==> src/source/sync_ram.sv <==
`timescale 1ns/100ps

module sync_ram #(
    parameter type word_t = logic [7:0], // Payload type
    parameter int  DEPTH  = 256
) (
    input  logic                     clk,
    input  logic                     we,
    input  logic [$clog2(DEPTH)-1:0] waddr,
    input  word_t                    wdata,
    input  logic [$clog2(DEPTH)-1:0] raddr,
    output word_t                    rdata
);

    word_t mem [DEPTH]; // Storage array

    always_ff @(posedge clk) begin
        if (we) begin
            mem[waddr] <= wdata; // Write on the edge
        end
        rdata <= mem[raddr]; // Read data one cycle after address
    end

endmodule

==> config.mk <==
export PLATFORM = sky130hd
export DESIGN_NAME = sync_ram
export DESIGN_NICKNAME = d
export VERILOG_FILES = /design/src/source/sync_ram.sv
export SDC_FILE = /design/constraint.sdc
export NUM_CORES = 2
export LEC_CHECK = 0
export BUFFER_PORTS_ARGS = -buffer_cell sky130_fd_sc_hd__buf_2
export CAP_MARGIN = 40
export CELL_PAD_IN_SITES_DETAIL_PLACEMENT = 2
export CELL_PAD_IN_SITES_GLOBAL_PLACEMENT = 2
export CORE_ASPECT_RATIO = 0.9
export CORE_MARGIN = 2
export CORE_UTILIZATION = 30
export DETAILED_ROUTE_END_ITERATION = 6
export HOLD_SLACK_MARGIN = 0.15
export PLACE_DENSITY = 0.51
export SYNTH_ARGS = -nofsm -noshare
export SYNTH_HDL_FRONTEND = slang
export SYNTH_SLANG_ARGS = --single-unit
==> constraint.sdc <==
create_clock -name clk -period 3.7 [get_ports clk]
set_clock_uncertainty 0.2 [all_clocks]
set_input_delay 0.74 -clock clk [delete_from_list [all_inputs] [get_ports clk]]
set_output_delay 0.74 -clock clk [all_outputs]
set_load 0.05 [all_outputs]
==> qor.csv <==
metric,value,unit
DR DRC count,0,
Crit path top cell by count,buf_4,
Cell variety after synth,55,
worst slew pin tran,1040,ps
final setup violation count,0,
routed wire length,251000,um
power share of the clock group,43.3,%
CP arrival,3970,ps
Worst-path clk slew,70,ps
initial antenna violation count,27,
CORE AREA,0.264,mm2
CTS Sinks,2056,
hpwl dp,164000,um
First DRT Iteration DRCs,3862,
fin. max-slew vios,0,
largest net degree at the start of global routing,103,
slowest CP cell,a221oi_1,
critical path launch point type,input pin,
"Req. time, crit path",4250,ps
"Area growth, synth to finish",20.4,%
synthesized flop and latch total,2056,
Crit Path Class,input pin to register,
Multi-input gate area,0.0166,mm2
maximum VDD drop,405,uV
Hold Path Class,input pin to register,
Clock Latency Late Sink,910,ps
post-CTS setup buffers,0,
setup TNS,0,ps
P_leak,0.0305,uW
most frequent cells in the layout,"edfxtp_1, buf_4, mux4_2",
post-CTS sizing,0,
post-synthesis cell area,0.0796,mm2
final hold violations,0,
internal power,39200,uW
post-synthesis sequential area ratio,77.5,%
"non-filler cells, final",8132,
H-Tree Depth,4,
vias in the first global route,44000,
number of port buffers,33,
CTS Buf Count,223,
setup slack at placement,-468,ps
Clock Path Buffers,4,
final worst slack,275,ps
switch share,22.4,%
GRT Residual Overflow,0,
Vias/cell,5.06,
CTS tree,yes,
drt first pass iters,5,
average wire per standard cell,30.8,um
fraction of layout cells with a size suffix above 1,32.1,%
IO Pins,34,
area occupied by registers,0.0617,mm2
Synth Flop Type,edfxtp_1,
crit-path max FO,20,
GRT Total Usage,18.4,%
worst path cell trace,buf_8 -> buf_12 -> buf_4 -> mux4_2 -> a22o_1 -> a221oi_1 -> o32ai_1 -> nor3_1 -> buf_4 -> nor4_1,
slowest cell delay on critical path,820,ps
CTS root buffer,clkbuf_16,
"commonest non-fill, non-tap cell in the layout",edfxtp_1,
Logic pwr share,5.7,%
Final ANT Viol Nets,0,
vias,41100,
Crit. End Element,register,
Post-Synthesis Cells,3733,
MaxCap Viol Count,0,
die area,0.269,mm2
Pwr Total,50500,uW
sequential power share,50.9,%
Die Y,493,um
starting density of the core,30.1,%
Post-CTS Hold Fix Bufs,4,
number of synthesis warnings,0,
worst hold path cell count,1,
Slew HR,30.7,%
Final Cycle Share,92.6,%
status,finished clean,
site row count,179,
Inst Count DP,7716,
RSZ-0062 raised after global routing,false,
net count after synthesis,3759,
layout net count,4443,
Final Wtd Congestion,0.762,
Worst R2R Path Depth,7,
fill count,25400,
global-route wire length before repair,354000,um
Async SR Flop Fraction,0,%
Psw,11300,uW
Fmax achieved,292,MHz
PwrDens,528,mW/mm2
Chip Width,547,um
Avg Inst Size Synth,21.3,um2
"EDFF count, synth",2048,
Period minus WS final,3420,ps
[power groups by stage]
stage | Combinational, uW | Sequential (uW) | Clock [uW]
2_1_floorplan | 1250 | 26200 | 0
3_3_place_gp | 2910 | 26200 | 0
3_5_place_dp | 2950 | 26200 | 0
4_1_cts | 2960 | 25700 | 22500
5_1_grt | 3070 | 25700 | 23300
6_report | 2900 | 25700 | 21900
[metal layers]
metal | share of wire [%] | wire length [um] | GRT usage, % | vias up
li1 | - | - | - | 17100
met1 | 47 | 117000 | 27.3 | 22700
met2 | 47 | 117000 | 29.1 | 1016
met3 | 4.8 | 12000 | 2.08 | 285
met4 | 2.0 | 5110 | 4.15 | 0
met5 | 0 | 0 | 0 | -
[area by class of cell]
cell class | instances | area share (%)
sequential | 2056 | 64.4
multi-input combinational | 1442 | 17.3
timing repair buffer | 692 | 6.39
clock buffer | 268 | 6.07
tap | 3529 | 4.61
clock inverter | 136 | 1.22
antenna | 7 | 0.0183
inverter | 2 | 0.00784
[logic make-up after synthesis]
| kind of cell | count (synthesis) | synth area share [%] |
|---|---|---|
| AND/OR/NAND/NOR | 466 | 2.63 |
| multiplexers | 591 | 14.6 |
| AO/OA/AOI/OAI | 385 | 3.42 |
| flip-flops | 2056 | 77.5 |
| buffers and inverters | 235 | 1.83 |
[per-stage QoR]
stage          area (um2)  util (%)  hold WS [ps]
2_1_floorplan       79600         -           570
3_3_place_gp        88500      33.5           923
3_5_place_dp        88700      33.6           938
4_1_cts             95700      36.3           178
5_1_grt             95700      36.3           163
6_report            95700      36.3           160
[critical path, delay by kind of cell]
kind,cells,cell delay [ps]
and+or+nand+nor,2,500
AOI/OAI and AO/OA,3,1330
muxes,1,490
buffers and inverters,4,880
[cell usage after synthesis, drive strengths merged (2+ instances only)]
cell type / n / area share, %
o32ai: 5 / 0.064
nor3: 22 / 0.14
dfxtp: 8 / 0.20
nor2: 282 / 1.3
nand3b: 2 / 0.019
o22a: 5 / 0.055
nand2: 33 / 0.16
a2111oi: 5 / 0.066
nand2b: 8 / 0.063
a22oi: 133 / 1.3
o221ai: 47 / 0.53
nor2b: 31 / 0.24
o211ai: 10 / 0.094
and2: 6 / 0.047
a22o: 8 / 0.088
a31oi: 2 / 0.016
o22ai: 28 / 0.22
buf: 122 / 1.3
a221oi: 14 / 0.16
edfxtp: 2048 / 77
a211oi: 16 / 0.15
nor4: 27 / 0.24
a21oi: 96 / 0.60
clkbuf: 111 / 0.52
mux4: 456 / 13
nand4: 10 / 0.079
mux2i: 134 / 1.7
a311oi: 2 / 0.022
o21ai: 12 / 0.075
and3b: 2 / 0.022
or2: 4 / 0.031
nand3: 34 / 0.21
[worst paths after layout]
check / from / endpoint / slack (ps)
min reg2reg: mem[50][0]$_DFFE_PP_ / rdata[0]$_DFF_P_ / 890
max reg2reg: mem[82][5]$_DFFE_PP_ / rdata[5]$_DFF_P_ / 480
max: raddr[0] / rdata[5]$_DFF_P_ / 280
min: wdata[0] / mem[88][0]$_DFFE_PP_ / 160
[state kept, by name (all words and copies together), names as in the netlist]
register	flops
mem	2048
rdata	8
No activity file was read; power rests on OpenSTA's default activity.
