File: src/source/cpu9_pkg.sv
package cpu9_pkg;

    localparam int DATA_W     = 8;   // Data and register width
    localparam int INSTR_W    = 9;   // Instruction width
    localparam int PC_W       = 8;   // Program counter width
    localparam int IMEM_DEPTH = 256; // Instruction words
    localparam int DMEM_DEPTH = 256; // Data bytes
    localparam int IMM_W      = 6;   // Immediate field width

    localparam int AXI_AW = 8;  // Host address width
    localparam int AXI_DW = 32; // Host data width

    typedef logic [INSTR_W-1:0] instr_t; // [8:6] op, [5:4] ra, [3:2] rb, [5:0] imm
    typedef logic [DATA_W-1:0]  data_t;

    typedef enum logic [2:0] {
        OP_ADD    = 3'd0, // r1 = A + B
        OP_SUB    = 3'd1, // r1 = A - B
        OP_AND    = 3'd2, // r1 = A & B
        OP_SHL    = 3'd3, // r1 = A << B[2:0]
        OP_LI     = 3'd4, // r1 = sext(imm)
        OP_LOAD   = 3'd5, // rB = mem[A]
        OP_STORE  = 3'd6, // mem[A] = rB
        OP_BRANCH = 3'd7  // Taken when r1 is zero
    } opcode_t;

    typedef enum logic [2:0] {
        ALU_ADD    = 3'd0,
        ALU_SUB    = 3'd1,
        ALU_AND    = 3'd2,
        ALU_SHL    = 3'd3,
        ALU_PASS_B = 3'd4
    } alu_op_t;

    localparam logic [IMM_W-1:0] HALT_IMM = '1; // Branch with this offset halts

    typedef enum logic [2:0] {
        ST_IDLE,
        ST_FETCH,
        ST_EXEC,
        ST_WBACK,
        ST_HALTED
    } run_state_t;

    // Host register map
    localparam logic [AXI_AW-1:0] REG_CTRL  = 8'h00; // W: bit0 start, R: bit0 busy, bit1 done
    localparam logic [AXI_AW-1:0] REG_PADDR = 8'h04; // Program load address
    localparam logic [AXI_AW-1:0] REG_PDATA = 8'h08; // Instruction write, address increments
    localparam logic [AXI_AW-1:0] REG_R0    = 8'h10;
    localparam logic [AXI_AW-1:0] REG_R1    = 8'h14;
    localparam logic [AXI_AW-1:0] REG_R2    = 8'h18;
    localparam logic [AXI_AW-1:0] REG_R3    = 8'h1C;

    localparam logic [1:0] RESP_OKAY   = 2'b00;
    localparam logic [1:0] RESP_SLVERR = 2'b10;

endpackage
File: src/source/cpu9_core.sv
`timescale 1ns/100ps

module cpu9_core (
    input  logic                         clk,
    input  logic                         rst,
    input  logic                         start,
    input  cpu9_pkg::instr_t             instr,
    output logic [cpu9_pkg::PC_W-1:0]    pc_fetch,
    output logic                         busy,
    output logic                         done,
    output cpu9_pkg::data_t [3:0]        reg_view
);

    import cpu9_pkg::*;

    run_state_t      state;
    logic [PC_W-1:0] pc;
    logic [PC_W-1:0] pc_plus1;
    logic [PC_W-1:0] pc_next;

    opcode_t          opcode;
    logic [1:0]       r_a;
    logic [1:0]       r_b;
    logic [IMM_W-1:0] imm;
    data_t            imm_ext;

    data_t   data_a;
    data_t   data_b;
    data_t   data_r1;
    data_t   alu_b;
    data_t   alu_out;
    alu_op_t alu_op;
    logic    zero;

    logic  is_alu;
    logic  is_load;
    logic  is_halt;
    logic  rf_we;
    logic  [1:0] rf_waddr;
    data_t rf_wdata;
    logic  dmem_we;
    data_t dmem_rdata;

    // Instruction fields
    assign opcode  = opcode_t'(instr[8:6]);
    assign r_a     = instr[5:4];
    assign r_b     = instr[3:2];
    assign imm     = instr[IMM_W-1:0];
    assign imm_ext = {{(DATA_W-IMM_W){imm[IMM_W-1]}}, imm}; // Sign extend

    assign is_alu  = opcode inside {OP_ADD, OP_SUB, OP_AND, OP_SHL, OP_LI};
    assign is_load = (opcode == OP_LOAD);
    assign is_halt = (opcode == OP_BRANCH) && (imm == HALT_IMM);

    // Operand routing and ALU op select
    always_comb begin
        alu_b = data_b; // Register B by default
        case (opcode)
            OP_ADD: alu_op = ALU_ADD;
            OP_SUB: alu_op = ALU_SUB;
            OP_AND: alu_op = ALU_AND;
            OP_SHL: alu_op = ALU_SHL;
            OP_LI: begin
                alu_op = ALU_PASS_B;
                alu_b  = imm_ext; // Immediate rides the B side
            end
            OP_BRANCH: begin
                alu_op = ALU_PASS_B;
                alu_b  = data_r1; // Zero flag tests r1
            end
            default: alu_op = ALU_PASS_B;
        endcase
    end

    // Next PC, wraps at 256
    assign pc_plus1 = pc + 1'b1;
    assign pc_next  = (opcode == OP_BRANCH && zero) ? pc_plus1 + imm_ext : pc_plus1;

    // Write-back select, r1 default, rB on load
    assign rf_we    = (state == ST_EXEC && is_alu) || (state == ST_WBACK);
    assign rf_waddr = (state == ST_WBACK) ? r_b : 2'd1;
    assign rf_wdata = (state == ST_WBACK) ? dmem_rdata : alu_out;
    assign dmem_we  = (state == ST_EXEC) && (opcode == OP_STORE);

    // Run sequence
    always_ff @(posedge clk) begin
        if (rst) begin
            state <= ST_IDLE;
            pc    <= '0;
        end else begin
            case (state)
                ST_IDLE, ST_HALTED: begin
                    if (start) begin
                        state <= ST_FETCH;
                        pc    <= '0; // Every run starts at address 0
                    end
                end
                ST_FETCH: state <= ST_EXEC; // Instruction memory read in flight
                ST_EXEC: begin
                    if (is_halt) begin
                        state <= ST_HALTED;
                    end else begin
                        pc    <= pc_next;
                        state <= is_load ? ST_WBACK : ST_FETCH;
                    end
                end
                ST_WBACK: state <= ST_FETCH; // Load data lands in rB
                default:  state <= ST_IDLE;
            endcase
        end
    end

    assign pc_fetch = pc;
    assign busy     = state inside {ST_FETCH, ST_EXEC, ST_WBACK};
    assign done     = (state == ST_HALTED); // High the cycle after HALT

    register_file register_file_i (
        .clk     (clk),
        .rst     (rst),
        .ra      (r_a),
        .rb      (r_b),
        .we      (rf_we),
        .waddr   (rf_waddr),
        .wdata   (rf_wdata),
        .data_a  (data_a),
        .data_b  (data_b),
        .data_r1 (data_r1),
        .view    (reg_view)
    );

    alu alu_i (
        .a      (data_a),
        .b      (alu_b),
        .op     (alu_op),
        .result (alu_out),
        .zero   (zero)
    );

    // Data memory, address from register A
    sync_ram #(
        .word_t (data_t),
        .DEPTH  (DMEM_DEPTH)
    ) dmem_i (
        .clk   (clk),
        .we    (dmem_we),
        .waddr (data_a),
        .wdata (data_b),
        .raddr (data_a),
        .rdata (dmem_rdata)
    );

endmodule

File: src/source/register_file.sv
`timescale 1ns/100ps

module register_file (
    input  logic                  clk,
    input  logic                  rst,
    input  logic [1:0]            ra,
    input  logic [1:0]            rb,
    input  logic                  we,
    input  logic [1:0]            waddr,
    input  cpu9_pkg::data_t       wdata,
    output cpu9_pkg::data_t       data_a,
    output cpu9_pkg::data_t       data_b,
    output cpu9_pkg::data_t       data_r1,
    output cpu9_pkg::data_t [3:0] view
);

    import cpu9_pkg::*;

    data_t [3:0] regs; // r0..r3

    always_ff @(posedge clk) begin
        if (rst) begin
            regs <= '0; // All registers clear
        end else if (we) begin
            regs[waddr] <= wdata;
        end
    end

    assign data_a  = regs[ra]; // Combinational read ports
    assign data_b  = regs[rb];
    assign data_r1 = regs[1];  // Branch condition source
    assign view    = regs;     // Host readback

endmodule

File: src/source/alu.sv
`timescale 1ns/100ps

module alu (
    input  cpu9_pkg::data_t   a,
    input  cpu9_pkg::data_t   b,
    input  cpu9_pkg::alu_op_t op,
    output cpu9_pkg::data_t   result,
    output logic              zero
);

    import cpu9_pkg::*;

    always_comb begin
        case (op)
            ALU_ADD:    result = a + b;       // Wraps at 8 bits
            ALU_SUB:    result = a - b;
            ALU_AND:    result = a & b;
            ALU_SHL:    result = a << b[2:0]; // Shift amount modulo 8
            ALU_PASS_B: result = b;           // LI and branch path
            default:    result = '0;
        endcase
    end

    // Branch test, B carries r1 for branches
    assign zero = (b == '0);

endmodule

File: src/source/sync_ram.sv
`timescale 1ns/100ps

module sync_ram #(
    parameter type word_t = logic [7:0], // Payload type
    parameter int  DEPTH  = 256
) (
    input  logic                     clk,
    input  logic                     we,
    input  logic [$clog2(DEPTH)-1:0] waddr,
    input  word_t                    wdata,
    input  logic [$clog2(DEPTH)-1:0] raddr,
    output word_t                    rdata
);

    word_t mem [DEPTH]; // Storage array

    always_ff @(posedge clk) begin
        if (we) begin
            mem[waddr] <= wdata; // Write on the edge
        end
        rdata <= mem[raddr]; // Read data one cycle after address
    end

endmodule

File: config.mk
export PLATFORM = sky130hd
export DESIGN_NAME = cpu9_core
export DESIGN_NICKNAME = d
export VERILOG_FILES = /design/src/source/cpu9_pkg.sv /design/src/source/cpu9_core.sv /design/src/source/register_file.sv /design/src/source/alu.sv /design/src/source/sync_ram.sv
export SDC_FILE = /design/constraint.sdc
export NUM_CORES = 2
export LEC_CHECK = 0
export BUFFER_PORTS_ARGS = -buffer_cell sky130_fd_sc_hd__buf_2
export CAP_MARGIN = 15
export CORE_MARGIN = 4
export CORE_UTILIZATION = 57
export DETAILED_ROUTE_END_ITERATION = 10
export PLACE_DENSITY_LB_ADDON = 0.25
export SYNTH_ARGS = -nofsm -noshare
export SYNTH_HDL_FRONTEND = slang
export SYNTH_SLANG_ARGS = --single-unit
File: constraint.sdc
create_clock -name clk -period 15.4 [get_ports clk]
set_input_delay 3.08 -clock clk [delete_from_list [all_inputs] [get_ports clk]]
set_output_delay 3.08 -clock clk [all_outputs]
set_load 0.01 [all_outputs]
==> summary.txt <==
STA
  • Fin crit period: 8404 ps
  • Max Freq: 0.1190 GHz
  • Final setup vio count: 0
  • RSZ-0062 raised after global routing: no
  • Max-slew headroom: 6.148%
  • Tcrit/Tclk final: 54.57%
  • Setup TNS: 0 ps
  • Slew Limit Fails: 0
  • Final Skew: about 44 ps
  • Slew @ Worst Pin: 1408 ps
  • Final hold vios: 0

Finish
  • Filler Cells Inserted: 10330
  • FF+latch area: 62520 um2
  • Area Growth Syn to Fin: 10.08%
  • Area of the multi-input gates: between 20000 and 25000 um2
  • Layout Utilization: between 60 and 70%
  • Count of non-filler cells in the finished layout: 7520
  • Most common cell after layout, fill and taps aside: edfxtp_1
  • Fraction of layout cells with a size suffix above 1: 11.37%
  • Nets@finish: 5442
  • Commonest non-fill, non-tap cells in the layout: edfxtp_1 (2048), nand2_1 (766), mux2i_1 (377)

Placed design
  • Cells after DPL: 7131
  • Gpl congestion: 1.002
  • HPWL Detailed: 147.2 mm
  • IO buf count: 53

Global routing
  • First-pass GRT wire length: 352.6 mm
  • Number of global-route vias before repair: 48030
  • Largest net degree at the start of global routing: between 150 and 200
  • GRT Util Overall: 32.06%
  • Total global routing overflow: 0
  • Initial antenna violation count: 12

Setup path
  • Crit path capture type: register
  • Cells on worst reg2reg path: 12
  • Arr. time, crit path: 9080 ps
  • CP Data Required Time: 16080 ps
  • Crit start category: input port
  • Setup slack, reg-to-reg: 9140 ps
  • Worst Path Max Fanout: 85
  • RR Startpoint: register_file_i.data_r1[1]
  • RR Endpoint: dmem_i.rdata[6]
  • CP Class: input port to register

Synthesis
  • Fraction of registers with async set/reset: 0%
  • Sequential fraction of the synthesis area: between 70% and 80%
  • Yosys cell types: 77
  • Number of synthesized flops with an enable pin: 2048
  • Mapped Nets: 5434
  • Synthesized area: 84500 um2
  • Synth Instances: 5402
  • YS warnings: 0
  • Avg Cell Area, Syn: 15.64 um2
  • Top_reg_cell synth: edfxtp_1
  • Synth Register Bits: 2099

Floorplan
  • Die Wd: 393.0 um
  • I/O pin cnt: 54
  • Starting density of the core: 57.29%
  • Die footprint: between 150000 and 200000 um2
  • FP Rows: 141
  • Die height: 393.0 um
  • Total core area: approximately 150000 um2

Clock tree
  • Post-CTS Setup Bufs: 0
  • Clock Path Buffers: 3
  • CTS Hold Bufs: 0
  • Worst-Skew Late Latency: 860 ps
  • Cts bufs inserted: 202
  • CTS tree: yes
  • CTS root buf: clkbuf_16
  • CTS Sinks: around 2100
  • Clock transition at the registers of the reported paths: 60 ps
  • Post-CTS sizing: 0
  • CTS H-tree lvls: 4

Worst hold path
  • Worst Hold Class: register to register
  • WHS Path Cells: 2
  • Worst hold start: pc_fetch[7]
  • Hold EP: pc_fetch[7]

Routing
  • First DRT Iteration DRCs: 8173
  • WL final: 247.9 mm
  • DRT antenna net count: 0
  • Vias: 51010
  • Drt wl/cell: 32.97 um
  • Detailed Routing Iterations Pass 1: 6
  • Via density: slightly below 7
  • DRC viols: 0

Pwr
  • Worst vdd ir: 0.1080 mV
  • Leak Pwr: 28.32 nW
  • Power per Cell Area: 120.8 nW/um2

Run
  • Max cap viols: 0

Run status
  • Run status: completed
## power breakdown
group,internal [mW],switching (mW),leakage (nW)
logic,0.0412,0.103,6.91
clock network,2.73,2.16,3.16
registers,6.19,0.0100,18.2
total,8.96,2.27,28.3
## cell usage after synthesis (all sizes together), types with 19 or more instances
| library cell | n | share of area [%] |
|---|---|---|
| nor3 | 33 | 0.20 |
| dfxtp | 51 | 1.2 |
| a221oi | 34 | 0.35 |
| a21oi | 66 | 0.39 |
| clkbuf | 164 | 0.73 |
| a211oi | 112 | 1.0 |
| mux4 | 141 | 3.8 |
| mux2i | 377 | 4.5 |
| buf | 200 | 1.4 |
| a22oi | 75 | 0.67 |
| nor2b | 109 | 0.81 |
| nand3 | 198 | 1.2 |
| nor4 | 19 | 0.14 |
| nor2 | 377 | 1.7 |
| edfxtp | 2048 | 73 |
| o21ai | 49 | 0.29 |
| nand2 | 778 | 3.5 |
| o211ai | 20 | 0.18 |
| a311oi | 62 | 0.64 |
| a2111oi | 19 | 0.20 |
| a31oi | 47 | 0.35 |
| a32oi | 147 | 1.5 |
| nand4 | 47 | 0.35 |
## layer usage
metal / up-vias / global-route usage (%) / routed length (um)
met4: 0 / 17.19 / 15100
met2: 3592 / 46.16 / 108700
met1: 25670 / 44.15 / 90490
met3: 674 / 9.938 / 33660
met5: - / 0 / 0
li1: 21080 / - / -
## final cells by class
class	instances	share of cell area [%]
clock buffer	262	5.742
inverter	18	0.08878
sequential	2099	67.21
antenna	12	0.03228
tap	1930	2.596
clock inverter	110	1.220
multi-input combinational	2921	21.76
timing repair buffer	168	1.352
## worst max-delay path: stages
cell       delay (ps)
buf_2             370
mux2i_1           170
mux2_8            470
inv_8             580
buf_4             720
buf_4             790
mux4_2            600
nor2_1            100
a31oi_1            50
and3_1            310
or4b_1            480
a2111oi_1         930
nand4_1           180
## cell families (layout without fill, tap and decap cells)
| family | after synthesis | in the layout | synth area share [%] |
|---|---|---|---|
| simple gates | 1646 | 1646 | 8.552 |
| flops | 2099 | 2099 | 73.99 |
| mux | 531 | 531 | 8.401 |
| xor+xnor | 23 | 23 | 0.2384 |
| compound gates | 701 | 701 | 6.287 |
| other cells | 0 | 12 | 0 |
| buf+inv | 382 | 558 | 2.221 |
| fa+ha+maj | 20 | 20 | 0.3139 |
## metrics by stage
stage               worst slack, ps  hold WS, ps  power (mW)  cell area, um2
floorplan                      6950        432.3       6.407           84500
global placement               6427        459.1       6.460           86430
detailed placement             6340        478.3       6.462           86450
CTS                            7220        486.7       11.25           92930
global route                   6821        517.5       11.50           92990
finish                         6996        482.8       11.24           93020
## worst max path at each step
stage / slack [ps] / end / from / depth (start not counted)
floorplan: 6950 / register_file_i.data_r1[7] / instr[2] / 18
global placement: 6430 / dmem_i.rdata[6] / instr[4] / 13
detailed placement: 6340 / dmem_i.rdata[6] / instr[4] / 13
CTS: 7220 / dmem_i.rdata[6] / instr[4] / 13
global route: 6820 / dmem_i.rdata[6] / instr[4] / 13
finish: 7000 / dmem_i.rdata[6] / instr[4] / 13
## registers in the layout, summed over array words and instances, names as in the netlist
register                 cells
dmem_i.rdata                 8
state                        3
dmem_i.mem                2048
pc_fetch                     8
register_file_i.view        24
register_file_i.data_r1      8
No activity file was read; power rests on OpenSTA's default activity.
