### src/source/cpu9_pkg.sv
package cpu9_pkg;

    localparam int DATA_W     = 8;   // Data and register width
    localparam int INSTR_W    = 9;   // Instruction width
    localparam int PC_W       = 8;   // Program counter width
    localparam int IMEM_DEPTH = 256; // Instruction words
    localparam int DMEM_DEPTH = 256; // Data bytes
    localparam int IMM_W      = 6;   // Immediate field width

    localparam int AXI_AW = 8;  // Host address width
    localparam int AXI_DW = 32; // Host data width

    typedef logic [INSTR_W-1:0] instr_t; // [8:6] op, [5:4] ra, [3:2] rb, [5:0] imm
    typedef logic [DATA_W-1:0]  data_t;

    typedef enum logic [2:0] {
        OP_ADD    = 3'd0, // r1 = A + B
        OP_SUB    = 3'd1, // r1 = A - B
        OP_AND    = 3'd2, // r1 = A & B
        OP_SHL    = 3'd3, // r1 = A << B[2:0]
        OP_LI     = 3'd4, // r1 = sext(imm)
        OP_LOAD   = 3'd5, // rB = mem[A]
        OP_STORE  = 3'd6, // mem[A] = rB
        OP_BRANCH = 3'd7  // Taken when r1 is zero
    } opcode_t;

    typedef enum logic [2:0] {
        ALU_ADD    = 3'd0,
        ALU_SUB    = 3'd1,
        ALU_AND    = 3'd2,
        ALU_SHL    = 3'd3,
        ALU_PASS_B = 3'd4
    } alu_op_t;

    localparam logic [IMM_W-1:0] HALT_IMM = '1; // Branch with this offset halts

    typedef enum logic [2:0] {
        ST_IDLE,
        ST_FETCH,
        ST_EXEC,
        ST_WBACK,
        ST_HALTED
    } run_state_t;

    // Host register map
    localparam logic [AXI_AW-1:0] REG_CTRL  = 8'h00; // W: bit0 start, R: bit0 busy, bit1 done
    localparam logic [AXI_AW-1:0] REG_PADDR = 8'h04; // Program load address
    localparam logic [AXI_AW-1:0] REG_PDATA = 8'h08; // Instruction write, address increments
    localparam logic [AXI_AW-1:0] REG_R0    = 8'h10;
    localparam logic [AXI_AW-1:0] REG_R1    = 8'h14;
    localparam logic [AXI_AW-1:0] REG_R2    = 8'h18;
    localparam logic [AXI_AW-1:0] REG_R3    = 8'h1C;

    localparam logic [1:0] RESP_OKAY   = 2'b00;
    localparam logic [1:0] RESP_SLVERR = 2'b10;

endpackage
### src/source/host_regs.sv
`timescale 1ns/100ps

module host_regs (
    input  logic                             clk,
    input  logic                             rst,
    input  logic [cpu9_pkg::AXI_AW-1:0]      awaddr,
    input  logic                             awvalid,
    output logic                             awready,
    input  logic [cpu9_pkg::AXI_DW-1:0]      wdata,
    input  logic [cpu9_pkg::AXI_DW/8-1:0]    wstrb,
    input  logic                             wvalid,
    output logic                             wready,
    output logic [1:0]                       bresp,
    output logic                             bvalid,
    input  logic                             bready,
    input  logic [cpu9_pkg::AXI_AW-1:0]      araddr,
    input  logic                             arvalid,
    output logic                             arready,
    output logic [cpu9_pkg::AXI_DW-1:0]      rdata,
    output logic [1:0]                       rresp,
    output logic                             rvalid,
    input  logic                             rready,
    output logic                             prog_we,
    output logic [cpu9_pkg::PC_W-1:0]        prog_addr,
    output cpu9_pkg::instr_t                 prog_data,
    output logic                             start,
    input  logic                             busy,
    input  logic                             done,
    input  cpu9_pkg::data_t [3:0]            reg_view
);

    import cpu9_pkg::*;

    logic              wr_hs;    // Write address and data accepted
    logic              rd_hs;    // Read address accepted
    logic              run_busy; // Core running or about to
    logic              wr_err;
    logic              rd_err;
    logic [AXI_DW-1:0] rd_word;

    // AW and W taken together, blocked while a response waits
    assign wr_hs   = awvalid & wvalid & ~bvalid;
    assign awready = wr_hs;
    assign wready  = wr_hs;
    assign rd_hs   = arvalid & ~rvalid;
    assign arready = rd_hs;

    assign run_busy = busy | start; // Start pulse counts as running

    // Write decode
    always_comb begin
        case (awaddr)
            REG_CTRL, REG_PDATA: wr_err = run_busy; // Locked during a run
            REG_PADDR:           wr_err = 1'b0;
            default:             wr_err = 1'b1;     // Unmapped or read-only
        endcase
        if (wstrb != '1) begin
            wr_err = 1'b1; // Full-word writes only
        end
    end

    always_ff @(posedge clk) begin
        if (rst) begin
            bvalid    <= 1'b0;
            start     <= 1'b0;
            prog_we   <= 1'b0;
            prog_addr <= '0;
        end else begin
            start   <= 1'b0; // One-cycle pulses
            prog_we <= 1'b0;
            if (prog_we) begin
                prog_addr <= prog_addr + 1'b1; // Step after each instruction write
            end
            if (bvalid && bready) begin
                bvalid <= 1'b0;
            end
            if (wr_hs) begin
                bvalid <= 1'b1;
                if (!wr_err) begin
                    case (awaddr)
                        REG_CTRL:  start     <= wdata[0];
                        REG_PADDR: prog_addr <= wdata[PC_W-1:0];
                        REG_PDATA: prog_we   <= 1'b1;
                        default:   prog_we   <= 1'b0;
                    endcase
                end
            end
        end
    end

    always_ff @(posedge clk) begin
        if (wr_hs) begin
            bresp     <= wr_err ? RESP_SLVERR : RESP_OKAY;
            prog_data <= wdata[INSTR_W-1:0]; // Only written out on a PDATA hit
        end
    end

    // Read mux
    always_comb begin
        rd_word = '0;
        rd_err  = 1'b0;
        case (araddr)
            REG_CTRL:  rd_word = {{(AXI_DW-2){1'b0}}, done, busy};
            REG_PADDR: rd_word = AXI_DW'(prog_addr);
            REG_R0:    rd_word = AXI_DW'(reg_view[0]);
            REG_R1:    rd_word = AXI_DW'(reg_view[1]);
            REG_R2:    rd_word = AXI_DW'(reg_view[2]);
            REG_R3:    rd_word = AXI_DW'(reg_view[3]);
            default:   rd_err  = 1'b1; // Zero data with SLVERR
        endcase
    end

    always_ff @(posedge clk) begin
        if (rst) begin
            rvalid <= 1'b0;
        end else if (rd_hs) begin
            rvalid <= 1'b1;
        end else if (rready) begin
            rvalid <= 1'b0; // Held until the host takes it
        end
    end

    always_ff @(posedge clk) begin
        if (rd_hs) begin
            rdata <= rd_word; // Captured once, stable while rvalid
            rresp <= rd_err ? RESP_SLVERR : RESP_OKAY;
        end
    end

endmodule

### config.mk
export PLATFORM = sky130hd
export DESIGN_NAME = host_regs
export DESIGN_NICKNAME = d
export VERILOG_FILES = /design/src/source/cpu9_pkg.sv /design/src/source/host_regs.sv
export SDC_FILE = /design/constraint.sdc
export NUM_CORES = 1
export LEC_CHECK = 0
export BUFFER_PORTS_ARGS = -buffer_cell sky130_fd_sc_hd__buf_2
export CORE_ASPECT_RATIO = 0.6
export CORE_MARGIN = 4
export CORE_UTILIZATION = 34
export DETAILED_ROUTE_END_ITERATION = 8
export HOLD_SLACK_MARGIN = 0.08
export PLACE_DENSITY = 0.82
export SLEW_MARGIN = 5
export SYNTH_ARGS = -nofsm -noshare
export SYNTH_HDL_FRONTEND = slang
export SYNTH_SLANG_ARGS = --single-unit
export TNS_END_PERCENT = 100
### constraint.sdc
create_clock -name clk -period 1.59 [get_ports clk]
set_input_delay 0.0795 -clock clk [delete_from_list [all_inputs] [get_ports clk]]
set_output_delay 0.0795 -clock clk [all_outputs]
set_load 0.02 [all_outputs]
==> impl_results.html, run 1 <==
<table>
<tr><th>Metric</th><th>Value</th></tr>
<tr><th colspan="2">Status</th></tr>
<tr><td>Outcome</td><td>completed</td></tr>
<tr><th colspan="2">Power and ir drop</th></tr>
<tr><td>Power consumption</td><td>1.985 mW</td></tr>
<tr><td>Relative contribution of the clock network to total power</td><td>0.377</td></tr>
<tr><td>Leakage power summed over all cells</td><td>1.121 nW</td></tr>
<tr><td>Worst IR Drop VDD</td><td>0.4164 mV</td></tr>
<tr><td>Proportion of power drawn by combinational gates</td><td>0.176</td></tr>
<tr><td>Internal Dissipation</td><td>1.503 mW</td></tr>
<tr><td>Pwr per Cell Area</td><td>774.7 nW/µm²</td></tr>
<tr><td>Sequential group share of total power</td><td>0.447</td></tr>
<tr><td>Net switching component of the power</td><td>482.5 µW</td></tr>
<tr><td>Net Sw Frac</td><td>0.2431</td></tr>
<tr><th colspan="2">Synthesis</th></tr>
<tr><td>Ys Warns</td><td>0</td></tr>
<tr><td>Top_reg_cell synth</td><td>edfxtp_1</td></tr>
<tr><td>Cells after synthesis</td><td>148</td></tr>
<tr><td>Mean area per synthesized cell</td><td>11.95 µm²</td></tr>
<tr><td>Share of synthesized flip-flops with an asynchronous set or reset</td><td>0</td></tr>
<tr><td>Synth Cell Area</td><td>1769 µm²</td></tr>
<tr><td>Sequential fraction of the synthesis area</td><td>0.4583</td></tr>
<tr><td>Number of flops mapped to enable cells by yosys</td><td>19</td></tr>
<tr><td>Yosys cell types</td><td>33</td></tr>
<tr><td>Yosys reg bits</td><td>31</td></tr>
<tr><th colspan="2">Floorplan</th></tr>
<tr><td>Die span in x</td><td>101.1 µm</td></tr>
<tr><td>Die area</td><td>6459 µm²</td></tr>
<tr><td>Height of the chip</td><td>63.88 µm</td></tr>
<tr><td>Area of the core</td><td>5055 µm²</td></tr>
<tr><td>Total I/O pin count</td><td>153</td></tr>
<tr><td>Cell Rows</td><td>20</td></tr>
<tr><td>Effective utilization at floorplan</td><td>0.3500</td></tr>
<tr><th colspan="2">Global route</th></tr>
<tr><td>First-pass GRT wire length</td><td>7.100 mm</td></tr>
<tr><td>Largest net degree at the start of global routing</td><td>17</td></tr>
<tr><td>Total gr overflow</td><td>0</td></tr>
<tr><td>Vias in the first global route</td><td>1482</td></tr>
<tr><td>Initial antenna violation count</td><td>0</td></tr>
<tr><td>Gr usage total</td><td>0.1444</td></tr>
<tr><th colspan="2">Timing</th></tr>
<tr><td>Setup violation total in the final timing report</td><td>0</td></tr>
<tr><td>Setup repair after global routing missed its margin</td><td>true</td></tr>
<tr><td>Final worst-path cycle share</td><td>0.9728</td></tr>
<tr><td>Number of max-slew violations in the final report</td><td>0</td></tr>
<tr><td>Minimum period implied by the final worst setup slack</td><td>1.547 ns</td></tr>
<tr><td>Post-Route Skew</td><td>0.005877 ns</td></tr>
<tr><td>Hold violation total from the final report</td><td>0</td></tr>
<tr><td>Maximum clock frequency</td><td>0.6465 GHz</td></tr>
<tr><th colspan="2">Clock tree</th></tr>
<tr><td>Clock Path Buffers</td><td>2</td></tr>
<tr><td>Sink Count</td><td>31</td></tr>
<tr><td>TritonCTS clock tree</td><td>done</td></tr>
<tr><td>CTS root buf</td><td>clkbuf_8</td></tr>
<tr><td>Setup repair bufs after CTS</td><td>0</td></tr>
<tr><td>Clk slew on worst S/H paths</td><td>0.06 ns</td></tr>
<tr><td>Num CTS Buffers</td><td>5</td></tr>
<tr><td>Clock insertion delay at the later pin of the skew report</td><td>0.28 ns</td></tr>
<tr><td>Total number of H-tree levels</td><td>2</td></tr>
<tr><th colspan="2">Detailed routing</th></tr>
<tr><td>Number of search-and-repair iterations in the first detailed-routing pass</td><td>4</td></tr>
<tr><td>Iter 0 DRT Violations</td><td>48</td></tr>
<tr><td>Routed wirelength normalized by instance count</td><td>15.07 µm</td></tr>
<tr><td>DR vias/cell</td><td>4.670</td></tr>
<tr><td>Final routed wirelength across all metal layers</td><td>5.019 mm</td></tr>
<tr><td>Total number of vias</td><td>1555</td></tr>
<tr><td>Number of design rule violations left after detail routing</td><td>0</td></tr>
<tr><td>Post-route antenna net violation count</td><td>0</td></tr>
<tr><th colspan="2">Worst setup path</th></tr>
<tr><td>CP max FO</td><td>8</td></tr>
<tr><td>CP max stage delay</td><td>0.59 ns</td></tr>
<tr><td>Required time at the worst-slack endpoint</td><td>1.75 ns</td></tr>
<tr><td>Kind of cell adding the most delay to the critical path</td><td>simple AND/OR/NAND/NOR gates</td></tr>
<tr><td>Endpoint type of the worst setup path</td><td>flip-flop</td></tr>
<tr><td>Critical path class</td><td>in -&gt; reg</td></tr>
<tr><td>Buf/Inv on CP</td><td>1</td></tr>
<tr><td>Slowest cell on crit path</td><td>or4_4</td></tr>
<tr><td>CP cell instances</td><td>dlygate4sd3_1, nand4b_1, or4_4, nor2_4, a211oi_2</td></tr>
<tr><td>Launching element type of the critical path</td><td>input pin</td></tr>
<tr><td>Crit path arrival time</td><td>1.70 ns</td></tr>
<tr><th colspan="2">Final layout</th></tr>
<tr><td>Most common library cell in the layout ignoring fill and taps</td><td>buf_2</td></tr>
<tr><td>Share of final-layout standard cells stronger than drive strength 1</td><td>0.5356</td></tr>
<tr><td>Core occupancy in the finished layout</td><td>0.5069</td></tr>
<tr><td>Most used cells in the layout excluding fill and tap cells</td><td>100 x buf_2, 26 x conb_1, 19 x edfxtp_1</td></tr>
<tr><td>Non-filler cells in the finished layout</td><td>333</td></tr>
<tr><td># diodes</td><td>0</td></tr>
<tr><td>Syn-to-layout area delta</td><td>44.84%</td></tr>
<tr><td>Layout net count</td><td>360</td></tr>
<tr><th colspan="2">Placed design</th></tr>
<tr><td>Final weighted congestion of routability-driven global placement</td><td>0.7843</td></tr>
<tr><td>Input/output buffers</td><td>103</td></tr>
<tr><td>Placed wire-length estimate after detailed placement</td><td>3.897 mm</td></tr>
<tr><td>Cell count after placement</td><td>313</td></tr>
<tr><th colspan="2">Run</th></tr>
<tr><td>Max-cap check violation count</td><td>0</td></tr>
<tr><th colspan="2">Hold path</th></tr>
<tr><td>Min-Delay Path Class</td><td>in -&gt; reg</td></tr>
</table>
## registers in the layout, indices dropped and copies added, names as in the netlist
| register | count |
|---|---|
| prog_data | 9 |
| prog_addr | 8 |
| rdata | 8 |
| bresp | 1 |
| bvalid | 1 |
| prog_we | 1 |
| rresp | 1 |
| rvalid | 1 |
| start | 1 |
## final timing paths
| kind | slack (ns) | depth (start not counted) | end | from |
|---|---|---|---|---|
| setup / recovery | 0.04 | 5 | prog_addr[6] | awaddr[3] |
| hold / removal | 0.09 | 3 | prog_we | wstrb[3] |
| setup reg to reg | 0.05 | 4 | prog_addr[6] | bvalid |
| hold reg to reg | 0.49 | 2 | bvalid | bvalid |
## worst register-to-register path, delay by kind of cell (launching register included)
family	cells	cell delay [ns]
AOI/OAI and AO/OA	1	0.04
DFF	1	0.33
and+or+nand+nor	3	1.06
## synthesized netlist by cell type (3+ instances only)
master / n / area, µm²
buf_4: 27 / 202.7
edfxtp_1: 19 / 570.6
nor2_1: 14 / 52.55
dfxtp_1: 12 / 240.2
a211oi_2: 8 / 100.1
mux4_2: 8 / 180.2
a32o_1: 6 / 60.06
clkbuf_1: 5 / 18.77
nand2_1: 5 / 18.77
inv_1: 4 / 15.01
nand4_1: 4 / 25.02
xnor2_1: 4 / 35.03
mux2i_1: 3 / 30.03
xor2_1: 3 / 26.28
## power by group through the flow
stage          Clock (mW)  Sequential [mW]  Combinational (mW)
2_1_floorplan           0            0.938               0.196
3_3_place_gp            0            0.903               0.309
3_5_place_dp            0            0.904               0.316
4_1_cts             0.781            0.887               0.338
5_1_grt             0.819            0.888               0.380
6_report            0.748            0.887               0.350
## stage by stage
step                area [µm²]  hold slack, ns  setup slack [ns]  TNS [ns]
floorplan                 1871          0.1553          -0.04635   -0.1365
global placement          2265          0.2582          -0.09405   -0.6828
detailed placement        2265          0.2659           -0.1330   -0.9781
CTS                       2491         0.08392           0.03827         0
global route              2562          0.1052          -0.01147  -0.02337
finish                    2562         0.09490           0.04324         0
## per-layer routing
| metal | vias up | track usage | routed length [µm] |
|---|---|---|---|
| met5 | - | 0 | 0 |
| met3 | 9 | 0.05016 | 471 |
| met1 | 731 | 0.1887 | 2245 |
| met2 | 75 | 0.2272 | 2240 |
| met4 | 0 | 0.03980 | 62 |
| li1 | 740 | - | - |
## kinds of logic (layout without fill, tap and decap cells)
| kind of cell | count (synthesis) | in the layout | share of synthesized area |
|---|---|---|---|
| AO/OA/AOI/OAI | 20 | 20 | 0.1103 |
| XOR/XNOR | 7 | 7 | 0.03465 |
| adder cells (fa/ha/maj) | 1 | 1 | 0.007071 |
| buffers and inverters | 39 | 132 | 0.1485 |
| flip-flops | 31 | 31 | 0.4583 |
| multiplexers | 11 | 11 | 0.1188 |
| other | 1 | 26 | 0.002120 |
| AND/OR/NAND/NOR | 38 | 39 | 0.1202 |
## final cells by class
type / instances / area, µm²
Clock inverter: 1 / 30.03
Fill cell: 471 / 2492
Timing Repair Buffer: 120 / 695.7
Tap cell: 66 / 82.58
Inverter: 4 / 15.01
Clock buffer: 7 / 76.32
Multi-Input combinational cell: 104 / 850.8
Sequential cell: 31 / 812.0
## what timing repair did
action | in CTS | in global routing
endpoints found under the setup margin | 0 | 7
gates resized for setup | 0 | 19
hold buffers | 12 | 0
hold endpoints to repair | 13 | 0
Note: power is estimated with default switching activity, not from simulation.
==> run 2: changes to the inputs <==
--- a/config.mk
+++ b/config.mk
@@ -9,6 +9,7 @@
 export CORE_ASPECT_RATIO = 0.6
 export CORE_MARGIN = 4
 export CORE_UTILIZATION = 34
+export CTS_BUF_LIST = sky130_fd_sc_hd__clkbuf_16
 export DETAILED_ROUTE_END_ITERATION = 8
 export HOLD_SLACK_MARGIN = 0.08
 export PLACE_DENSITY = 0.82
==> impl_results.html, run 2 (synthesized netlist as in run 1, its figures left out) <==
<table>
<tr><th>Metric</th><th>Value</th></tr>
<tr><th colspan="2">Detailed routing</th></tr>
<tr><td>Number of search-and-repair iterations in the first detailed-routing pass</td><td>4 (unchanged)</td></tr>
<tr><td>DR vias/cell</td><td>4.592 (-1.7%)</td></tr>
<tr><td>Final routed wirelength across all metal layers</td><td>4.768 mm (-5.0%)</td></tr>
<tr><td>Post-route antenna net violation count</td><td>0 (unchanged)</td></tr>
<tr><td>Total number of vias</td><td>1529 (-1.7%)</td></tr>
<tr><td>Iter 0 DRT Violations</td><td>42 (-13%)</td></tr>
<tr><td>Routed wirelength normalized by instance count</td><td>14.32 µm (-5.0%)</td></tr>
<tr><td>Number of design rule violations left after detail routing</td><td>0 (unchanged)</td></tr>
<tr><th colspan="2">Run</th></tr>
<tr><td>Max-cap check violation count</td><td>0 (unchanged)</td></tr>
<tr><th colspan="2">Global route</th></tr>
<tr><td>Met2 Resource Use GR</td><td>0.2272 (unchanged)</td></tr>
<tr><td>First-pass GRT wire length</td><td>7.120 mm (+0.28%)</td></tr>
<tr><td>Total gr overflow</td><td>0 (unchanged)</td></tr>
<tr><td>Most used routing layer in global routing</td><td>met2</td></tr>
<tr><td>Vias in the first global route</td><td>1483 (+0.067%)</td></tr>
<tr><td>Gr usage total</td><td>0.1453 (+0.0009242)</td></tr>
<tr><td>Initial antenna violation count</td><td>0 (unchanged)</td></tr>
<tr><td>Global-route met3 utilization</td><td>0.05016 (unchanged)</td></tr>
<tr><td>Largest net degree at the start of global routing</td><td>17 (unchanged)</td></tr>
<tr><td>Routing usage on met1</td><td>0.1893 (+0.0006835)</td></tr>
<tr><th colspan="2">Final layout</th></tr>
<tr><td>Core occupancy in the finished layout</td><td>0.5045 (-0.002476)</td></tr>
<tr><td>Layout net count</td><td>360 (unchanged)</td></tr>
<tr><td>Syn-to-layout area delta</td><td>44.13%</td></tr>
<tr><td>Share of final-layout standard cells stronger than drive strength 1</td><td>0.5131 (-0.02247)</td></tr>
<tr><td>Register with the most flip-flops</td><td>prog_data</td></tr>
<tr><td>Most used cells in the layout excluding fill and tap cells</td><td>103 x buf_2, 26 x conb_1, 19 x edfxtp_1</td></tr>
<tr><td>Largest registers in the final layout</td><td>prog_data (9), prog_addr (8), rdata (8)</td></tr>
<tr><td>Most common library cell in the layout ignoring fill and taps</td><td>buf_2</td></tr>
<tr><td>Max FFs per register</td><td>9 (unchanged)</td></tr>
<tr><td># diodes</td><td>0 (unchanged)</td></tr>
<tr><th colspan="2">Clock tree</th></tr>
<tr><td>Clk slew on worst S/H paths</td><td>0.05 ns (about the same)</td></tr>
<tr><td>CTS root buf</td><td>clkbuf_16</td></tr>
<tr><td>Num CTS Buffers</td><td>5 (unchanged)</td></tr>
<tr><td>Total number of H-tree levels</td><td>2 (unchanged)</td></tr>
<tr><td>Clock Path Buffers</td><td>2 (unchanged)</td></tr>
<tr><td>Sink Count</td><td>31 (unchanged)</td></tr>
<tr><td>Clock insertion delay at the later pin of the skew report</td><td>0.27 ns (about the same)</td></tr>
<tr><td>TritonCTS clock tree</td><td>done</td></tr>
<tr><td>Setup repair bufs after CTS</td><td>0 (unchanged)</td></tr>
<tr><th colspan="2">Floorplan</th></tr>
<tr><td>Cell Rows</td><td>20 (unchanged)</td></tr>
<tr><td>Effective utilization at floorplan</td><td>0.3500 (unchanged)</td></tr>
<tr><td>Die area</td><td>6459 µm² (unchanged)</td></tr>
<tr><td>Height of the chip</td><td>63.88 µm (unchanged)</td></tr>
<tr><td>Total I/O pin count</td><td>153 (unchanged)</td></tr>
<tr><td>Die span in x</td><td>101.1 µm (unchanged)</td></tr>
<tr><td>Area of the core</td><td>5055 µm² (unchanged)</td></tr>
<tr><th colspan="2">Timing</th></tr>
<tr><td>Setup_tns</td><td>0 ns (unchanged)</td></tr>
<tr><td>Minimum period implied by the final worst setup slack</td><td>1.540 ns (-0.006895 ns)</td></tr>
<tr><td>Final worst-path cycle share</td><td>0.9685 (-0.004336)</td></tr>
<tr><td>Final-layout worst hold slack</td><td>0.09908 ns (+0.004184 ns)</td></tr>
<tr><td>Setup repair after global routing missed its margin</td><td>true</td></tr>
<tr><td>Number of max-slew violations in the final report</td><td>0 (unchanged)</td></tr>
<tr><td>Post-Route Skew</td><td>0.004783 ns (-0.001094 ns)</td></tr>
<tr><td>Setup violation total in the final timing report</td><td>0 (unchanged)</td></tr>
<tr><td>Maximum clock frequency</td><td>0.6494 GHz (+0.45%)</td></tr>
<tr><td>Hold violation total from the final report</td><td>0 (unchanged)</td></tr>
<tr><th colspan="2">Worst setup path</th></tr>
<tr><td>Buf/Inv on CP</td><td>0 (-1)</td></tr>
<tr><td>Kind of cell adding the most delay to the critical path</td><td>simple AND/OR/NAND/NOR gates</td></tr>
<tr><td>Critical path class</td><td>reg -&gt; reg</td></tr>
<tr><td>Startpoint of the most critical setup path</td><td>bvalid</td></tr>
<tr><td>Crit path arrival time</td><td>1.69 ns (about the same)</td></tr>
<tr><td>Slowest cell on crit path</td><td>or4_4</td></tr>
<tr><td>R2r startpoint</td><td>bvalid</td></tr>
<tr><td>CP cell instances</td><td>nand3b_1, or4_4, nor2_1, a211oi_2</td></tr>
<tr><td>CP max FO</td><td>16 (+8)</td></tr>
<tr><td>CP max stage delay</td><td>0.69 ns (+0.10 ns)</td></tr>
<tr><td>Required time at the worst-slack endpoint</td><td>1.74 ns (about the same)</td></tr>
<tr><td>Endpoint type of the worst setup path</td><td>flip-flop</td></tr>
<tr><td>Launching element type of the critical path</td><td>flip-flop</td></tr>
<tr><th colspan="2">Power and ir drop</th></tr>
<tr><td>Pwr per Cell Area</td><td>888.7 nW/µm² (+15%)</td></tr>
<tr><td>Worst IR Drop VDD</td><td>0.5457 mV (+31%)</td></tr>
<tr><td>Power consumption</td><td>2.266 mW (+14%)</td></tr>
<tr><td>Leakage power summed over all cells</td><td>1.162 nW (+3.7%)</td></tr>
<tr><th colspan="2">Placed design</th></tr>
<tr><td>Final weighted congestion of routability-driven global placement</td><td>0.7843 (unchanged)</td></tr>
<tr><td>Placed wire-length estimate after detailed placement</td><td>3.897 mm (unchanged)</td></tr>
<tr><td>Input/output buffers</td><td>103 (unchanged)</td></tr>
<tr><th colspan="2">Hold path</th></tr>
<tr><td>Min-Delay Path Class</td><td>in -&gt; reg</td></tr>
<tr><td>Worst hold path startpoint</td><td>wstrb[3]</td></tr>
<tr><th colspan="2">Status</th></tr>
<tr><td>Outcome</td><td>completed</td></tr>
</table>
[run 2: power by group]
group | switching [mW] | internal (mW) | leakage, nW
sequential | 0.00702 | 0.882 | 0.277
clock | 0.315 | 0.725 | 0.0864
combinational | 0.188 | 0.150 | 0.799
[run 2: through the flow]
stage / setup slack (ns) / area, µm² / std cells
after global routing: -0.02960 / 2550 / 333
after detailed placement: -0.1330 / 2265 / 313
after global placement: -0.09405 / 2265 / 313
after CTS: 0.02774 / 2547 / 333
after floorplan: -0.04635 / 1871 / 173
final: 0.05013 / 2550 / 333
[run 2: path summary, 6_finish.rpt]
kind	endpoint	slack [ns]	cells past startpoint
hold / removal	prog_we	0.1	3
setup / recovery	prog_addr[6]	0.05	4
hold reg to reg	bvalid	0.48	2
setup reg to reg	prog_addr[6]	0.05	4
[run 2: layout make-up]
type                    count  area (µm²)
fillers                   480        2505
flip-flops and latches     31       812.0
multi-input cells         103       794.5
repair buffers            121       683.2
clock buffers               5       125.1
well taps                  66       82.58
clock inverters             3       37.54
inverters                   4       15.01
[run 2: what timing repair did]
item	in CTS	in global routing
endpoints found under the setup margin	0	7
endpoints found under the hold margin	13	0
resized for setup	0	1
hold buffers	12	0
[run 2: metal layers]
metal,wire length [µm],vias up
met1,2084,715
met4,72,0
met2,2181,71
li1,-,735
met3,428,8
met5,0,-
[run 2: worst reg2reg max path: cells and delay by family, from the launching register on]
family,cells,cell delay [ns]
and+or+nand+nor,3,1.05
AOI/OAI and AO/OA,1,0.06
DFF,1,0.32
==> run 3: changes to the inputs <==
--- a/config.mk
+++ b/config.mk
@@ -8,11 +8,11 @@
 export BUFFER_PORTS_ARGS = -buffer_cell sky130_fd_sc_hd__buf_2
 export CORE_ASPECT_RATIO = 0.6
 export CORE_MARGIN = 4
-export CORE_UTILIZATION = 34
+export CORE_UTILIZATION = 41
 export CTS_BUF_LIST = sky130_fd_sc_hd__clkbuf_16
 export DETAILED_ROUTE_END_ITERATION = 8
 export HOLD_SLACK_MARGIN = 0.08
-export PLACE_DENSITY = 0.82
+export PLACE_DENSITY = 0.92
 export SLEW_MARGIN = 5
 export SYNTH_ARGS = -nofsm -noshare
 export SYNTH_HDL_FRONTEND = slang
==> constraint.sdc (replaced) <==
create_clock -name clk -period 1.8 [get_ports clk]
set_input_delay 0.09 -clock clk [delete_from_list [all_inputs] [get_ports clk]]
set_output_delay 0.09 -clock clk [all_outputs]
set_load 0.02 [all_outputs]
==> impl_results.html, run 3 (synthesized netlist as in run 1, its figures left out) <==
<table>
<tr><th>Metric</th><th>Value</th></tr>
<tr><th colspan="2">Worst setup path</th></tr>
<tr><td>Kind of cell adding the most delay to the critical path</td><td>simple AND/OR/NAND/NOR gates</td></tr>
<tr><td>CP max stage delay</td><td>0.70 ns (about the same)</td></tr>
<tr><td>Slowest cell on crit path</td><td>or4_4</td></tr>
<tr><td>Critical path class</td><td>reg -&gt; reg</td></tr>
<tr><td>Launching element type of the critical path</td><td>flip-flop</td></tr>
<tr><td>Buf/Inv on CP</td><td>0 (unchanged)</td></tr>
<tr><td>CP cell instances</td><td>nand3b_1, or4_4, nor2_1, a211oi_2</td></tr>
<tr><td>Endpoint type of the worst setup path</td><td>flip-flop</td></tr>
<tr><td>Required time at the worst-slack endpoint</td><td>1.95 ns (+0.21 ns)</td></tr>
<tr><td>Crit path arrival time</td><td>1.74 ns (+0.05 ns)</td></tr>
<tr><td>CP max FO</td><td>16 (unchanged)</td></tr>
<tr><th colspan="2">Clock tree</th></tr>
<tr><td>CTS Hold Bufs</td><td>11 (-1)</td></tr>
<tr><td>Total number of H-tree levels</td><td>2 (unchanged)</td></tr>
<tr><td>Post-CTS sizing</td><td>0 (unchanged)</td></tr>
<tr><td>TritonCTS clock tree</td><td>done</td></tr>
<tr><td>Clock Path Buffers</td><td>2 (unchanged)</td></tr>
<tr><td>CTS root buf</td><td>clkbuf_16</td></tr>
<tr><td>Setup repair bufs after CTS</td><td>0 (unchanged)</td></tr>
<tr><td>Clock insertion delay at the later pin of the skew report</td><td>0.27 ns (about the same)</td></tr>
<tr><td>Clk slew on worst S/H paths</td><td>0.05 ns (about the same)</td></tr>
<tr><td>Num CTS Buffers</td><td>5 (unchanged)</td></tr>
<tr><td>Sink Count</td><td>31 (unchanged)</td></tr>
<tr><th colspan="2">Power and ir drop</th></tr>
<tr><td>Power consumption</td><td>1.858 mW (-18%)</td></tr>
<tr><td>Pwr per Cell Area</td><td>750.3 nW/µm² (-16%)</td></tr>
<tr><td>Worst IR Drop VDD</td><td>0.3901 mV (-29%)</td></tr>
<tr><td>Leakage power summed over all cells</td><td>1.124 nW (-3.3%)</td></tr>
<tr><th colspan="2">Timing</th></tr>
<tr><td>Maximum clock frequency</td><td>0.6295 GHz (-3.1%)</td></tr>
<tr><td>Post-Route Skew</td><td>0.004467 ns (-0.0003157 ns)</td></tr>
<tr><td>Setup violation total in the final timing report</td><td>0 (unchanged)</td></tr>
<tr><td>Hold violation total from the final report</td><td>0 (unchanged)</td></tr>
<tr><td>Number of max-slew violations in the final report</td><td>0 (unchanged)</td></tr>
<tr><td>Final-layout worst hold slack</td><td>0.09024 ns (-0.008840 ns)</td></tr>
<tr><td>Minimum period implied by the final worst setup slack</td><td>1.589 ns (+0.04866 ns)</td></tr>
<tr><td>Final worst-path cycle share</td><td>0.8825 (-0.08595)</td></tr>
<tr><td>Setup repair after global routing missed its margin</td><td>false</td></tr>
<tr><td>Setup_tns</td><td>0 ns (unchanged)</td></tr>
<tr><th colspan="2">Floorplan</th></tr>
<tr><td>Cell Rows</td><td>18 (-10%)</td></tr>
<tr><td>Total I/O pin count</td><td>153 (unchanged)</td></tr>
<tr><td>Die span in x</td><td>92.81 µm (-8.2%)</td></tr>
<tr><td>Area of the core</td><td>4144 µm² (-18%)</td></tr>
<tr><td>Effective utilization at floorplan</td><td>0.4269 (+0.07693)</td></tr>
<tr><td>Die area</td><td>5464 µm² (-15%)</td></tr>
<tr><td>Height of the chip</td><td>58.88 µm (-7.8%)</td></tr>
<tr><th colspan="2">Final layout</th></tr>
<tr><td>Layout net count</td><td>356 (-1.1%)</td></tr>
<tr><td>Combined area of the multi-input logic cells</td><td>789.5 µm² (-0.63%)</td></tr>
<tr><td>Most common library cell in the layout ignoring fill and taps</td><td>buf_2</td></tr>
<tr><td>Largest registers in the final layout</td><td>prog_data (9), prog_addr (8), rdata (8)</td></tr>
<tr><td># diodes</td><td>0 (unchanged)</td></tr>
<tr><td>Count of filler cells inserted in the layout</td><td>385 (-20%)</td></tr>
<tr><td>Core occupancy in the finished layout</td><td>0.5975 (+0.09307)</td></tr>
<tr><td>Register with the most flip-flops</td><td>prog_data</td></tr>
<tr><td>Most used cells in the layout excluding fill and tap cells</td><td>103 x buf_2, 26 x conb_1, 19 x edfxtp_1</td></tr>
<tr><td>Syn-to-layout area delta</td><td>39.96%</td></tr>
<tr><td>Max FFs per register</td><td>9 (unchanged)</td></tr>
<tr><td>Combined flip-flop and latch cell area</td><td>810.8 µm² (-0.15%)</td></tr>
<tr><td>Share of final-layout standard cells stronger than drive strength 1</td><td>0.4981 (-0.01501)</td></tr>
<tr><td>Design area</td><td>2476 µm² (-2.9%)</td></tr>
<tr><th colspan="2">Global route</th></tr>
<tr><td>First-pass GRT wire length</td><td>7.320 mm (+2.8%)</td></tr>
<tr><td>Initial antenna violation count</td><td>0 (unchanged)</td></tr>
<tr><td>Gr usage total</td><td>0.1769 (+0.03160)</td></tr>
<tr><td>Largest net degree at the start of global routing</td><td>17 (unchanged)</td></tr>
<tr><td>Total gr overflow</td><td>0 (unchanged)</td></tr>
<tr><td>Vias in the first global route</td><td>1538 (+3.7%)</td></tr>
<tr><th colspan="2">Detailed routing</th></tr>
<tr><td>Number of search-and-repair iterations in the first detailed-routing pass</td><td>4 (unchanged)</td></tr>
<tr><td>DR vias/cell</td><td>4.768 (+3.8%)</td></tr>
<tr><td>Final routed wirelength across all metal layers</td><td>4.762 mm (-0.13%)</td></tr>
<tr><td>Iter 0 DRT Violations</td><td>35 (-17%)</td></tr>
<tr><td>Total number of vias</td><td>1540 (+0.72%)</td></tr>
<tr><td>Routed wirelength normalized by instance count</td><td>14.74 µm (+3.0%)</td></tr>
<tr><td>Post-route antenna net violation count</td><td>0 (unchanged)</td></tr>
<tr><td>Number of design rule violations left after detail routing</td><td>0 (unchanged)</td></tr>
<tr><th colspan="2">Placed design</th></tr>
<tr><td>Final weighted congestion of routability-driven global placement</td><td>0.7176 (-8.5%)</td></tr>
<tr><td>Input/output buffers</td><td>103 (unchanged)</td></tr>
<tr><td>Placed wire-length estimate after detailed placement</td><td>3.785 mm (-2.9%)</td></tr>
<tr><td>Placed Instance Area</td><td>2228 µm² (-1.6%)</td></tr>
<tr><th colspan="2">Hold path</th></tr>
<tr><td>Min-Delay Path Class</td><td>in -&gt; reg</td></tr>
<tr><th colspan="2">Run</th></tr>
<tr><td>Max-cap check violation count</td><td>0 (unchanged)</td></tr>
<tr><th colspan="2">Status</th></tr>
<tr><td>Outcome</td><td>completed</td></tr>
</table>
==> run 3: cell count changes in the layout (fill, tap and decap cells not counted) <==
cell,delta
buf_4,-3
dlymetal6s4s_1,-1
nor2_1,+2
clkinv_2,+1
dfxtp_1,+1
bufinv_16,-1
dfxtp_2,-1
nor2_2,-2
==> run 3: path summary, 6_finish.rpt <==
check | start | to | slack [ns] | depth (start not counted)
min reg2reg | bvalid | bvalid | 0.48 | 2
min | bready | bvalid | 0.09 | 3
max | bvalid | prog_addr[3] | 0.21 | 4
max reg2reg | bvalid | prog_addr[3] | 0.21 | 4
==> run 3: per-layer routing <==
layer	GRT usage	vias up	wire length (µm)
met2	0.2938	82	2329
met4	0.04384	0	31
met1	0.2246	726	1919
li1	-	728	-
met3	0.06130	4	481
met5	0	-	0
==> run 3: cell type report <==
type	count	share of cell area
inverters	4	0.006064
clock inverters	3	0.005053
multi-input cells	103	0.3188
clock buffers	5	0.05053
repair buffers	117	0.2617
flip-flops and latches	31	0.3274
well taps	60	0.03032
==> run 3: worst register-to-register path, cell delays in order, from the launching register on <==
cell      delay, ns
dfxtp_1        0.31
nand3b_1       0.22
or4_4          0.70
nor2_1         0.17
a211oi_2       0.06
==> run 3: power breakdown <==
part / switching (mW) / internal [mW] / leakage, nW / total (mW)
registers: 0.00616 / 0.778 / 0.276 / 0.785
clock network: 0.283 / 0.498 / 0.0762 / 0.781
logic: 0.165 / 0.127 / 0.772 / 0.292
==> run 3: stage by stage <==
stage,worst slack [ns],instances
6_report,0.2115,323
5_1_grt,0.09601,323
4_1_cts,0.2074,323
3_5_place_dp,0.09468,304
3_3_place_gp,0.1017,304
2_1_floorplan,0.09985,173
